<file path="src/design/clk_rst_pkg.sv">
// ------------------------------
// clock and reset shared types
// ------------------------------

package clk_rst_pkg;

  // number of generated domains: soc, peripheral, cluster
  parameter int NUM_CH   = 3;
  parameter int CH_IDX_W = 2;  // index 3 has no channel behind it
  parameter int RATIO_W  = 8;

  // register map of one channel, code 3 is not decoded
  typedef enum logic [1:0] {
    REG_DIV    = 2'd0,
    REG_CTRL   = 2'd1,
    REG_STATUS = 2'd2  // read only
  } cfg_addr_e;

  // divider word, output period is ratio + 1 cycles
  typedef struct packed {
    logic [23:0]        rsvd;
    logic [RATIO_W-1:0] ratio;
  } div_word_t;

  // control word
  typedef struct packed {
    logic [29:0] rsvd;
    logic        gate;    // keeps counting but holds the enable output low
    logic        enable;  // runs the divider
  } ctrl_word_t;

  // the same 32 bits seen as either register, picked by the address
  typedef union packed {
    div_word_t  div_view;
    ctrl_word_t ctrl_view;
  } cfg_word_u;

  // request on the shared configuration port
  typedef struct packed {
    logic [CH_IDX_W-1:0] ch;
    logic                write;
    cfg_addr_e           addr;
    cfg_word_u           wdata;
  } cfg_req_t;

  // response, rdata is zero for writes and errors
  typedef struct packed {
    logic [31:0] rdata;
    logic        err;
  } cfg_rsp_t;

  // strobe from the router into one channel
  typedef struct packed {
    logic      valid;  // high in the accept cycle only
    logic      write;
    cfg_addr_e addr;
    cfg_word_u wdata;
  } ch_cmd_t;

  // readback from a channel, rdata follows the command address
  typedef struct packed {
    logic [31:0] rdata;
    logic        lock;
    logic        running;
  } ch_stat_t;

  // bit positions of the status word
  parameter int STAT_EN_BIT   = 8;
  parameter int STAT_LOCK_BIT = 9;

endpackage
</file>
<file path="src/design/clk_rst_gen.sv">
// ------------------------------
// clock and reset generator top
// ------------------------------

module clk_rst_gen #(
  parameter int NUM_CH       = clk_rst_pkg::NUM_CH,
  parameter int LOCK_PERIODS = 4,
  parameter int RST_DELAY    = 2
) (
  input  logic                   clk,
  input  logic                   rst_n_i,
  input  logic                   cfg_req_valid_i,
  output logic                   cfg_req_ready_o,
  input  clk_rst_pkg::cfg_req_t  cfg_req_i,
  output logic                   cfg_rsp_valid_o,
  input  logic                   cfg_rsp_ready_i,
  output clk_rst_pkg::cfg_rsp_t  cfg_rsp_o,
  output logic [NUM_CH-1:0]      clk_en_o,
  output logic [NUM_CH-1:0]      rst_n_dom_o,
  output logic                   all_locked_o
);

  clk_rst_pkg::ch_cmd_t  [NUM_CH-1:0] ch_cmd;
  clk_rst_pkg::ch_stat_t [NUM_CH-1:0] ch_stat;
  logic                  [NUM_CH-1:0] ch_lock;

  // single config port shared by all domains
  cfg_router #(
    .NUM_CH(NUM_CH)
  ) cfg_router_i (
    .clk        (clk),
    .rst_n_i    (rst_n_i),
    .req_valid_i(cfg_req_valid_i),
    .req_ready_o(cfg_req_ready_o),
    .req_i      (cfg_req_i),
    .rsp_valid_o(cfg_rsp_valid_o),
    .rsp_ready_i(cfg_rsp_ready_i),
    .rsp_o      (cfg_rsp_o),
    .ch_cmd_o   (ch_cmd),
    .ch_stat_i  (ch_stat)
  );

  // channel 0 is soc, 1 peripheral, 2 cluster
  for (genvar k = 0; k < NUM_CH; k++) begin : g_ch
    clk_div_channel #(
      .LOCK_PERIODS(LOCK_PERIODS)
    ) clk_div_channel_i (
      .clk     (clk),
      .rst_n_i (rst_n_i),
      .cmd_i   (ch_cmd[k]),
      .stat_o  (ch_stat[k]),
      .clk_en_o(clk_en_o[k]),
      .lock_o  (ch_lock[k])
    );
  end

  rst_sequencer #(
    .NUM_CH   (NUM_CH),
    .RST_DELAY(RST_DELAY)
  ) rst_sequencer_i (
    .clk         (clk),
    .rst_n_i     (rst_n_i),
    .lock_i      (ch_lock),
    .rst_n_dom_o (rst_n_dom_o),
    .all_locked_o(all_locked_o)
  );

endmodule

</file>
<file path="src/design/rst_sequencer.sv">
// ------------------------------
// domain reset sequencer
// ------------------------------

module rst_sequencer #(
  parameter int NUM_CH    = clk_rst_pkg::NUM_CH,
  parameter int RST_DELAY = 2
) (
  input  logic              clk,
  input  logic              rst_n_i,
  input  logic [NUM_CH-1:0] lock_i,
  output logic [NUM_CH-1:0] rst_n_dom_o,
  output logic              all_locked_o
);

  // a zero delay still needs one counter bit
  localparam int STAB_W = (RST_DELAY > 0) ? $clog2(RST_DELAY + 1) : 1;

  logic [STAB_W-1:0] stab_q [NUM_CH];
  logic [STAB_W-1:0] stab_d [NUM_CH];
  logic [NUM_CH-1:0] stable;
  logic [NUM_CH-1:0] rst_n_d;
  logic [NUM_CH-1:0] rst_n_q;
  logic              all_locked_q;

  always_comb begin
    for (int k = 0; k < NUM_CH; k++) begin
      // counts cycles of unbroken lock, any drop starts over
      if (!lock_i[k]) begin
        stab_d[k] = '0;
      end else if (stab_q[k] == STAB_W'(RST_DELAY)) begin
        stab_d[k] = stab_q[k];
      end else begin
        stab_d[k] = stab_q[k] + 1'b1;
      end
      stable[k] = lock_i[k] && (stab_d[k] == STAB_W'(RST_DELAY));
    end

    // soc goes first, the others wait until it is out of reset
    // and all of them follow it back into reset on the same edge
    rst_n_d[0] = stable[0];
    for (int k = 1; k < NUM_CH; k++) begin
      rst_n_d[k] = stable[k] && rst_n_q[0] && rst_n_d[0];
    end
  end

  always_ff @(posedge clk) begin
    if (!rst_n_i) begin
      for (int k = 0; k < NUM_CH; k++) begin
        stab_q[k] <= '0;
      end
      rst_n_q      <= '0;
      all_locked_q <= 1'b0;
    end else begin
      for (int k = 0; k < NUM_CH; k++) begin
        stab_q[k] <= stab_d[k];
      end
      rst_n_q      <= rst_n_d;
      all_locked_q <= &lock_i;
    end
  end

  assign rst_n_dom_o  = rst_n_q;
  assign all_locked_o = all_locked_q;

endmodule

</file>
<file path="src/design/clk_div_channel.sv">
// ------------------------------
// domain clock divider channel
// ------------------------------

module clk_div_channel #(
  parameter int LOCK_PERIODS = 4
) (
  input  logic                   clk,
  input  logic                   rst_n_i,
  input  clk_rst_pkg::ch_cmd_t   cmd_i,
  output clk_rst_pkg::ch_stat_t  stat_o,
  output logic                   clk_en_o,
  output logic                   lock_o
);

  localparam int PER_W = $clog2(LOCK_PERIODS + 1);

  logic [clk_rst_pkg::RATIO_W-1:0] ratio_q;
  logic                            enable_q;
  logic                            gate_q;
  logic [clk_rst_pkg::RATIO_W-1:0] cnt_q;
  logic [PER_W-1:0]                per_cnt_q;
  logic                            cfg_wr;
  logic                            wrap;
  logic                            locked;
  clk_rst_pkg::cfg_word_u          rd_word;

  // the router has already filtered out illegal writes
  assign cfg_wr = cmd_i.valid && cmd_i.write;
  assign wrap   = enable_q && (cnt_q == ratio_q);  // last cycle of a period
  assign locked = per_cnt_q == PER_W'(LOCK_PERIODS);

  // register file, only the decoded fields are kept
  always_ff @(posedge clk) begin
    if (!rst_n_i) begin
      ratio_q  <= '0;
      enable_q <= 1'b0;
      gate_q   <= 1'b0;
    end else if (cfg_wr) begin
      case (cmd_i.addr)
        clk_rst_pkg::REG_DIV: begin
          ratio_q <= cmd_i.wdata.div_view.ratio;
        end
        clk_rst_pkg::REG_CTRL: begin
          enable_q <= cmd_i.wdata.ctrl_view.enable;
          gate_q   <= cmd_i.wdata.ctrl_view.gate;
        end
        default: ;
      endcase
    end
  end

  // ratio counter and lock period counter
  // any configuration write restarts both, which also covers enable toggles
  always_ff @(posedge clk) begin
    if (!rst_n_i) begin
      cnt_q     <= '0;
      per_cnt_q <= '0;
    end else if (cfg_wr || !enable_q) begin
      cnt_q     <= '0;
      per_cnt_q <= '0;
    end else if (wrap) begin
      cnt_q <= '0;
      if (!locked) begin
        per_cnt_q <= per_cnt_q + 1'b1;  // saturates at LOCK_PERIODS
      end
    end else begin
      cnt_q <= cnt_q + 1'b1;
    end
  end

  // gating only hides the pulse, the counter keeps running
  assign clk_en_o = wrap && !gate_q;
  assign lock_o   = locked;

  // readback word selected by the command address
  always_comb begin
    rd_word = '0;
    case (cmd_i.addr)
      clk_rst_pkg::REG_DIV: begin
        rd_word.div_view.ratio = ratio_q;
      end
      clk_rst_pkg::REG_CTRL: begin
        rd_word.ctrl_view.enable = enable_q;
        rd_word.ctrl_view.gate   = gate_q;
      end
      clk_rst_pkg::REG_STATUS: begin
        rd_word.div_view.ratio                 = ratio_q;
        rd_word[clk_rst_pkg::STAT_EN_BIT]   = enable_q;
        rd_word[clk_rst_pkg::STAT_LOCK_BIT] = locked;
      end
      default: ;
    endcase
  end

  assign stat_o.rdata   = rd_word;
  assign stat_o.lock    = locked;
  assign stat_o.running = enable_q;

endmodule

</file>
<file path="src/design/cfg_router.sv">
// ------------------------------
// configuration router
// ------------------------------

module cfg_router #(
  parameter int NUM_CH = clk_rst_pkg::NUM_CH
) (
  input  logic                                clk,
  input  logic                                rst_n_i,
  input  logic                                req_valid_i,
  output logic                                req_ready_o,
  input  clk_rst_pkg::cfg_req_t               req_i,
  output logic                                rsp_valid_o,
  input  logic                                rsp_ready_i,
  output clk_rst_pkg::cfg_rsp_t               rsp_o,
  output clk_rst_pkg::ch_cmd_t [NUM_CH-1:0]  ch_cmd_o,
  input  clk_rst_pkg::ch_stat_t [NUM_CH-1:0] ch_stat_i
);

  logic                  rsp_valid_q;
  clk_rst_pkg::cfg_rsp_t rsp_q;
  logic                  accept;
  logic                  ch_ok;
  logic                  addr_ok;
  logic                  legal;
  logic [31:0]           sel_rdata;

  // one response slot, a new request may enter as the old response leaves
  assign req_ready_o = !rsp_valid_q || rsp_ready_i;
  assign accept      = req_valid_i && req_ready_o;

  assign ch_ok   = int'(req_i.ch) < NUM_CH;
  assign addr_ok = (req_i.addr != 2'd3) &&
                   !(req_i.write && (req_i.addr == clk_rst_pkg::REG_STATUS));
  assign legal   = ch_ok && addr_ok;

  always_comb begin
    sel_rdata = '0;
    for (int k = 0; k < NUM_CH; k++) begin
      // address and data fan out to every channel, only the target sees valid
      ch_cmd_o[k].valid = accept && legal && (req_i.ch == clk_rst_pkg::CH_IDX_W'(k));
      ch_cmd_o[k].write = req_i.write;
      ch_cmd_o[k].addr  = req_i.addr;
      ch_cmd_o[k].wdata = req_i.wdata;
      if (req_i.ch == clk_rst_pkg::CH_IDX_W'(k)) begin
        sel_rdata = ch_stat_i[k].rdata;
      end
    end
  end

  always_ff @(posedge clk) begin
    if (!rst_n_i) begin
      rsp_valid_q <= 1'b0;
    end else if (accept) begin
      rsp_valid_q <= 1'b1;
    end else if (rsp_ready_i) begin
      rsp_valid_q <= 1'b0;
    end
  end

  // the payload only moves on acceptance, so it holds under back-pressure
  always_ff @(posedge clk) begin
    if (accept) begin
      rsp_q.err   <= !legal;
      rsp_q.rdata <= (legal && !req_i.write) ? sel_rdata : 32'd0;
    end
  end

  assign rsp_valid_o = rsp_valid_q;
  assign rsp_o       = rsp_q;

endmodule

</file>
<file path="config.mk">
export PLATFORM = sky130hd
export DESIGN_NAME = clk_rst_gen
export DESIGN_NICKNAME = d
export VERILOG_FILES = /design/src/design/clk_rst_pkg.sv /design/src/design/clk_rst_gen.sv /design/src/design/rst_sequencer.sv /design/src/design/clk_div_channel.sv /design/src/design/cfg_router.sv
export SDC_FILE = /design/constraint.sdc
export NUM_CORES = 1
export LEC_CHECK = 0
export ABC_AREA = 1
export BUFFER_PORTS_ARGS = -buffer_cell sky130_fd_sc_hd__buf_2
export CORE_UTILIZATION = 42
export DETAILED_ROUTE_END_ITERATION = 10
export GPL_ROUTABILITY_DRIVEN = 0
export MAX_ROUTING_LAYER = met4
export PLACE_DENSITY = 0.68
export SLEW_MARGIN = 20
export SYNTH_ARGS = -nofsm -noshare
export SYNTH_HDL_FRONTEND = slang
export SYNTH_SLANG_ARGS = --single-unit
</file>
<file path="constraint.sdc">
create_clock -name clk -period 2.6 [get_ports clk]
set_clock_uncertainty 0.1 [all_clocks]
set_input_delay 0.52 -clock clk [delete_from_list [all_inputs] [get_ports clk]]
set_output_delay 0.52 -clock clk [all_outputs]
set_load 0.05 [all_outputs]
</file>
Yosys cells after proc, flatten, opt, wreduce, memory -nomap -nowiden. Memories as Yosys holds them, arrays and structs flattened. Index checks and enable logic that the tools add are counted.

Add/subtract/negate cells: 9. Order comparisons: 1. Equality and inequality tests: 17. Muxes and demuxes: 25. Bitwise operators: 8. Reduce and logical (&&, ||, !) cells: 60.

Operators by type and width (number): 10-bit 2-to-1 mux (3); 1-bit logical AND (25); 8-bit by 1-bit adder with 8-bit output (second input constant) (3); 8-bit == test (3); 2-bit 2-to-1 mux (12); 6-bit 2-to-1 mux (3); 2-bit AND reduction (9); 2-bit == test (second input constant) (8); 2-bit one-hot mux with 2 select lines (3); 3-bit OR reduction (4); 1-bit logical NOT (10); 3-bit by 1-bit adder with 3-bit output (second input constant) (3); 3-bit == test (second input constant) (3); 2-bit OR reduction (4); 2-bit by 1-bit adder with 2-bit output (second input constant) (3); 1-bit inverter (5); 2-bit by 1-bit == test with 1-bit output (second input constant) (2); 2-bit logical NOT (2); 1-bit logical OR (4); 1-bit 2-to-1 mux (4); 1-bit OR (3); 3-bit AND reduction (1); 2-bit < comparator (second input constant) (1); 2-bit inequality test (second input constant) (1); 2-bit nonzero test (1).

Bits in registers: 101. Bits in writable memories: 6. Bits of input ports: 41. Output and inout port bits: 42. Word-level logic and storage cells: 142. Memories kept: 1.

Memories: rst_sequencer_i.stab_q (depth 3, width 2, read ports 3, clocked after memory_dff 0, write ports 3, RTL line rst_sequencer.sv:19) `logic [STAB_W-1:0] stab_q [NUM_CH];`.

Depth between registers and ports, before layout.
Depth in word-level cells: 10. Mapped depth: 11. Gate-level depth less buffers: 10.

Modules after synthesis. A second synthesis with hierarchy kept.

Cell total of the unflattened synthesis: 998. Area total of the unflattened synthesis: 7036.7 um^2.

By module, submodules not included: clk_div_channel (times used 3, cells an instance 184, area each 1257.5 um^2, seq. area each 420.4 um^2); cfg_router (times used 1, cells an instance 400, area each 2900.3 um^2, seq. area each 1011.0 um^2); rst_sequencer (times used 1, cells an instance 46, area each 364.1 um^2, seq. area each 200.2 um^2).

Worst setup path after synthesis. Ideal clock, no wire load.

Path type: register to register. From: register cfg_router_i.rsp_valid_q (netlist: cfg_router_i.rsp_valid_o). To: register g_ch[1].clk_div_channel_i.cnt_q[0] in the netlist's numbering. Library setup time: 117 ps. Arrival: 2061 ps. Data required time: 2383 ps. Slack: 322 ps. Stages on the path, launching flop included: 10. Path buffers: 1. Clock period less this slack: 2278 ps. Cell sequence: dfxtp_1 > a21oi_1 > nand2_1 > nor2_4 > clkbuf_8 > nand2_1 > nand3_1 > inv_1 > nand2_4 > nor2_1.

Word-level cells in the longest chain between the ends: 8.

Ends and longest elaborated chain: start: declaration (RTL line cfg_router.sv:20) `logic rsp_valid_q;`; start signal: assignment (RTL line cfg_router.sv:53) `rsp_valid_q <= 1'b0;`; start signal: assignment (RTL line cfg_router.sv:55) `rsp_valid_q <= 1'b1;`; start signal: assignment (RTL line cfg_router.sv:57) `rsp_valid_q <= 1'b0;`; 1-bit logical NOT (RTL line cfg_router.sv:29) `assign req_ready_o = !rsp_valid_q || rsp_ready_i;`; 1-bit logical OR (RTL line cfg_router.sv:29); 1-bit logical AND (RTL line cfg_router.sv:30) `assign accept = req_valid_i && req_ready_o;`; net cfg_router_i.accept (RTL line cfg_router.sv:22) `logic accept;`; 1-bit logical AND (2 in series) (RTL line cfg_router.sv:41) `ch_cmd_o[k].valid = accept && legal && (req_i.ch == clk_rst_pkg::CH_IDX_W'(k));`; 1-bit logical AND (RTL line clk_div_channel.sv:29) `assign cfg_wr = cmd_i.valid && cmd_i.write;`; 1-bit logical OR (RTL line clk_div_channel.sv:59) `end else if (cfg_wr || !enable_q) begin`; 3-bit OR reduction (no line); end signal: assignment (RTL line clk_div_channel.sv:68) `cnt_q <= cnt_q + 1'b1;`; end: declaration (RTL line clk_div_channel.sv:21) `logic [clk_rst_pkg::RATIO_W-1:0] cnt_q;`.

The timed path passes the listed nets, and every way through them passes these cells. A chain may end at the register's enable or synchronous reset.

Worst setup path after layout.
From: register g_ch[0].clk_div_channel_i.enable_q. To: output port clk_en_o[0].

Word-level cells in the longest chain between the ends: 2.

Ends and longest elaborated chain: start: declaration (RTL line clk_div_channel.sv:19) `logic enable_q;`; start signal: assignment (RTL line clk_div_channel.sv:45) `enable_q <= cmd_i.wdata.ctrl_view.enable;`; 1-bit logical AND (RTL line clk_div_channel.sv:30) `assign wrap = enable_q && (cnt_q == ratio_q);`; 1-bit logical AND (RTL line clk_div_channel.sv:73) `assign clk_en_o = wrap && !gate_q;`; end: declaration (RTL line clk_rst_gen.sv:18) `output logic [NUM_CH-1:0] clk_en_o,`.

Every way passes these cells.

==> flow_metrics.env <==
export IMPL_clock_path_buffers=2
export IMPL_seqCellArea_sq_um=1810
export IMPL_swShare=0.247
export IMPL_yosysMostFrequentCell="nand2_1"
export IMPL_yosys_area_top_type_share=0.328
export IMPL_io_buffers=36
export IMPL_drv_cap=0
export IMPL_async_flop_share=0
export IMPL_cp_cell_sequence="inv_1 > a21oi_1 > nor3b_1 > and3_1 > buf_2"
export IMPL_pwr_share_clk=0.400
export IMPL_ys_seq_area_frac=0.401
export IMPL_finalHoldViolCount=0
export IMPL_p_switching_uw=647
export IMPL_grt_pass1_vias=3640
export IMPL_final_net_count=738
export IMPL_post_route_drc_count=0
export IMPL_core_sq_um=10400
export IMPL_clk_pin_slew_ns=0.09
export IMPL_start_util=0.435
export IMPL_cts_tree="done"
export IMPL_diodes=0
export IMPL_crit_type="flop to output pin"
export IMPL_max_freq_mhz=413
export IMPL_via_count=3956
export IMPL_arrival_ns=1.80
export IMPL_cts_hold_buf=0
export IMPL_synth_largest_area_cell="dfxtp_1"
export IMPL_h_tree_depth=3
export IMPL_dp_hpwl_mm=7.62
export IMPL_syn_to_final_growth_pct=9.65
export IMPL_drt_iter0_drc=193
export IMPL_finalMaxSlewViolations=0
export IMPL_post_dp_cell_area_sq_um=4710
export IMPL_grt_max_degree=19
export IMPL_antenna_found_initial=0
export IMPL_period_share=0.932
export IMPL_firstDrtPassIters=4
export IMPL_ir_drop_uv=202
export IMPL_cp_required_ns=1.98
export IMPL_p_leak_nw=2.46
export IMPL_rows=37
export IMPL_postRouteWirelength_mm=9.72
export IMPL_crit_slowest_cell="dfxtp_1"
export IMPL_internal_power_mw=1.97
export IMPL_maxSlewHeadroom=0.611
export IMPL_synthFlopType="dfxtp_1"
export IMPL_drtAntennaViolNets=0
export IMPL_numCtsBuffers=9
export IMPL_power_density_nw_per_um2=529
export IMPL_yosysWarningCount=0
export IMPL_dieArea_sq_um=11200
export IMPL_synth_seq_cells=85
export IMPL_whs_ns=0.330
export IMPL_die_x_um=106
export IMPL_die_h_um=106
export IMPL_rsz0062_at_grt="no"
export IMPL_nFillCells=1066
export IMPL_yosysUniqueCellTypes=32
export IMPL_tns_ns=0
export IMPL_synthCells=647
export IMPL_syn_avg_cell_area_sq_um=6.98
export IMPL_ios=83
export IMPL_grt_use_total=0.188
export IMPL_period_needed_ns=2.42
export IMPL_netlist_top_cells_area="dfxtp_1, nand2_1, nor2_1"
export IMPL_cts_resized=0
export IMPL_clkLatencyLatePin_ns=0.35
export IMPL_crit_fanout=6
export IMPL_slowest_delay_ns=0.45
export IMPL_hp_class="input pin to flop"
export IMPL_clock_root_buffer="clkbuf_8"
export IMPL_stdcell_count=826
export IMPL_synth_edf_count=11
export IMPL_setup_viol=0
export IMPL_critPathLaunchType="flop"
export IMPL_viasPerCell=4.79
export IMPL_end_kind="output pin"
export IMPL_wl_per_cell_um=11.8
export IMPL_status="completed"
export IMPL_post_place_cells=810
export IMPL_multi_input_area_sq_um=2170
export IMPL_grt_pass1_wl_mm=16.1
export IMPL_syn_cell_area_sq_um=4510
export IMPL_drive_above_1_share=0.0913
export IMPL_clock_sinks=85
export IMPL_cts_setup_buffers=0
export IMPL_pwr_share_comb=0.086
export IMPL_p_seq_frac=0.514
export IMPL_stdcell_area_sq_um=4950
export IMPL_synth_top_cells_by_count="nand2_1, nor2_1, inv_1"
export IMPL_grt_overflow_total=0
export IMPL_worstMarginPinSlew_ns=0.583
[per-layer routing]
| metal | share of wire | up-vias | global-route usage | wire [um] |
|---|---|---|---|---|
| li1 | - | 2040 | - | - |
| met5 | 0 | - | - | 0 |
| met1 | 0.47 | 1782 | 0.230 | 4570 |
| met3 | 0.052 | 16 | 0.0254 | 503 |
| met2 | 0.45 | 118 | 0.306 | 4410 |
| met4 | 0.023 | 0 | 0.0893 | 225 |
[registers in the layout, indices dropped and copies added, names as in the netlist]
signal and flops:
g_ch.clk_div_channel_i.gate_q 3, rst_sequencer_i.stab_q 6, g_ch.clk_div_channel_i.cnt_q 24, rst_sequencer_i.rst_n_dom_o 3, rst_sequencer_i.all_locked_o 1, g_ch.clk_div_channel_i.per_cnt_q 9, g_ch.clk_div_channel_i.enable_q 3, cfg_router_i.rsp_valid_o 1
g_ch.clk_div_channel_i.ratio_q 24, cfg_router_i.rsp_o 11
[power by group through the flow]
stage                     logic [mW]  registers [mW]  clock network [mW]
final                          0.224            1.34                1.05
after global routing           0.239            1.35                1.12
after CTS                      0.222            1.34                1.07
after detailed placement       0.222            1.38                   0
after global placement         0.221            1.38                   0
after floorplan                0.162            1.41                   0
[path summary, 6_finish.rpt]
kind,from,endpoint,slack (ns),depth (start not counted)
max,g_ch[0].clk_div_channel_i.enable_q,clk_en_o[0],0.18,5
min,cfg_req_valid_i,cfg_router_i.rsp_valid_o,0.33,3
max reg2reg,cfg_router_i.rsp_valid_o,g_ch[2].clk_div_channel_i.ratio_q[2],0.64,6
min reg2reg,rst_sequencer_i.rst_n_dom_o[0],rst_sequencer_i.rst_n_dom_o[2],0.36,2
[per-stage QoR]
stage / utilization / power (mW) / worst slack (ns)
2_1_floorplan: - / 1.57 / 0.322
3_3_place_gp: 0.455 / 1.60 / 0.343
3_5_place_dp: 0.455 / 1.60 / 0.331
4_1_cts: 0.476 / 2.64 / 0.112
5_1_grt: 0.477 / 2.71 / 0.0278
6_report: 0.477 / 2.62 / 0.176
[cell usage in the layout, fill, tap and decap left out, types with 7 or more instances in the layout]
master    instances
nand3_1          27
ha_1             12
nand4_1          17
edfxtp_1         11
dfxtp_1          74
clkbuf_8         11
nor3_1            9
nand2_1         175
conb_1           22
xor2_1           17
a21oi_1          19
buf_2            35
nor2_1          116
o21ai_0           7
inv_1            96
[kinds of logic after synthesis]
| family | after synthesis | share of synthesized area |
|---|---|---|
| DFF | 85 | 0.401 |
| buffers and inverters | 130 | 0.137 |
| xor gates and xnor gates | 23 | 0.0446 |
| other | 1 | 0.000831 |
| AOI/OAI and AO/OA | 39 | 0.0510 |
| adders and majority gates | 12 | 0.0333 |
| and+or+nand+nor | 357 | 0.332 |
[cell type report]
type | count | share of cell area
timing repair buffer | 40 | 0.0430
tap | 136 | 0.0344
clock inverter | 4 | 0.0142
multi-input combinational | 453 | 0.438
sequential | 85 | 0.366
clock buffer | 12 | 0.0314
inverter | 96 | 0.0728
[worst max-delay path, delay by kind of cell (launching register included)]
kind / cells / cell delay (ns)
simple gates: 2 / 0.39
flops: 1 / 0.45
buf+inv: 2 / 0.42
compound gates: 1 / 0.19
Note: power is estimated with default switching activity, not from simulation.
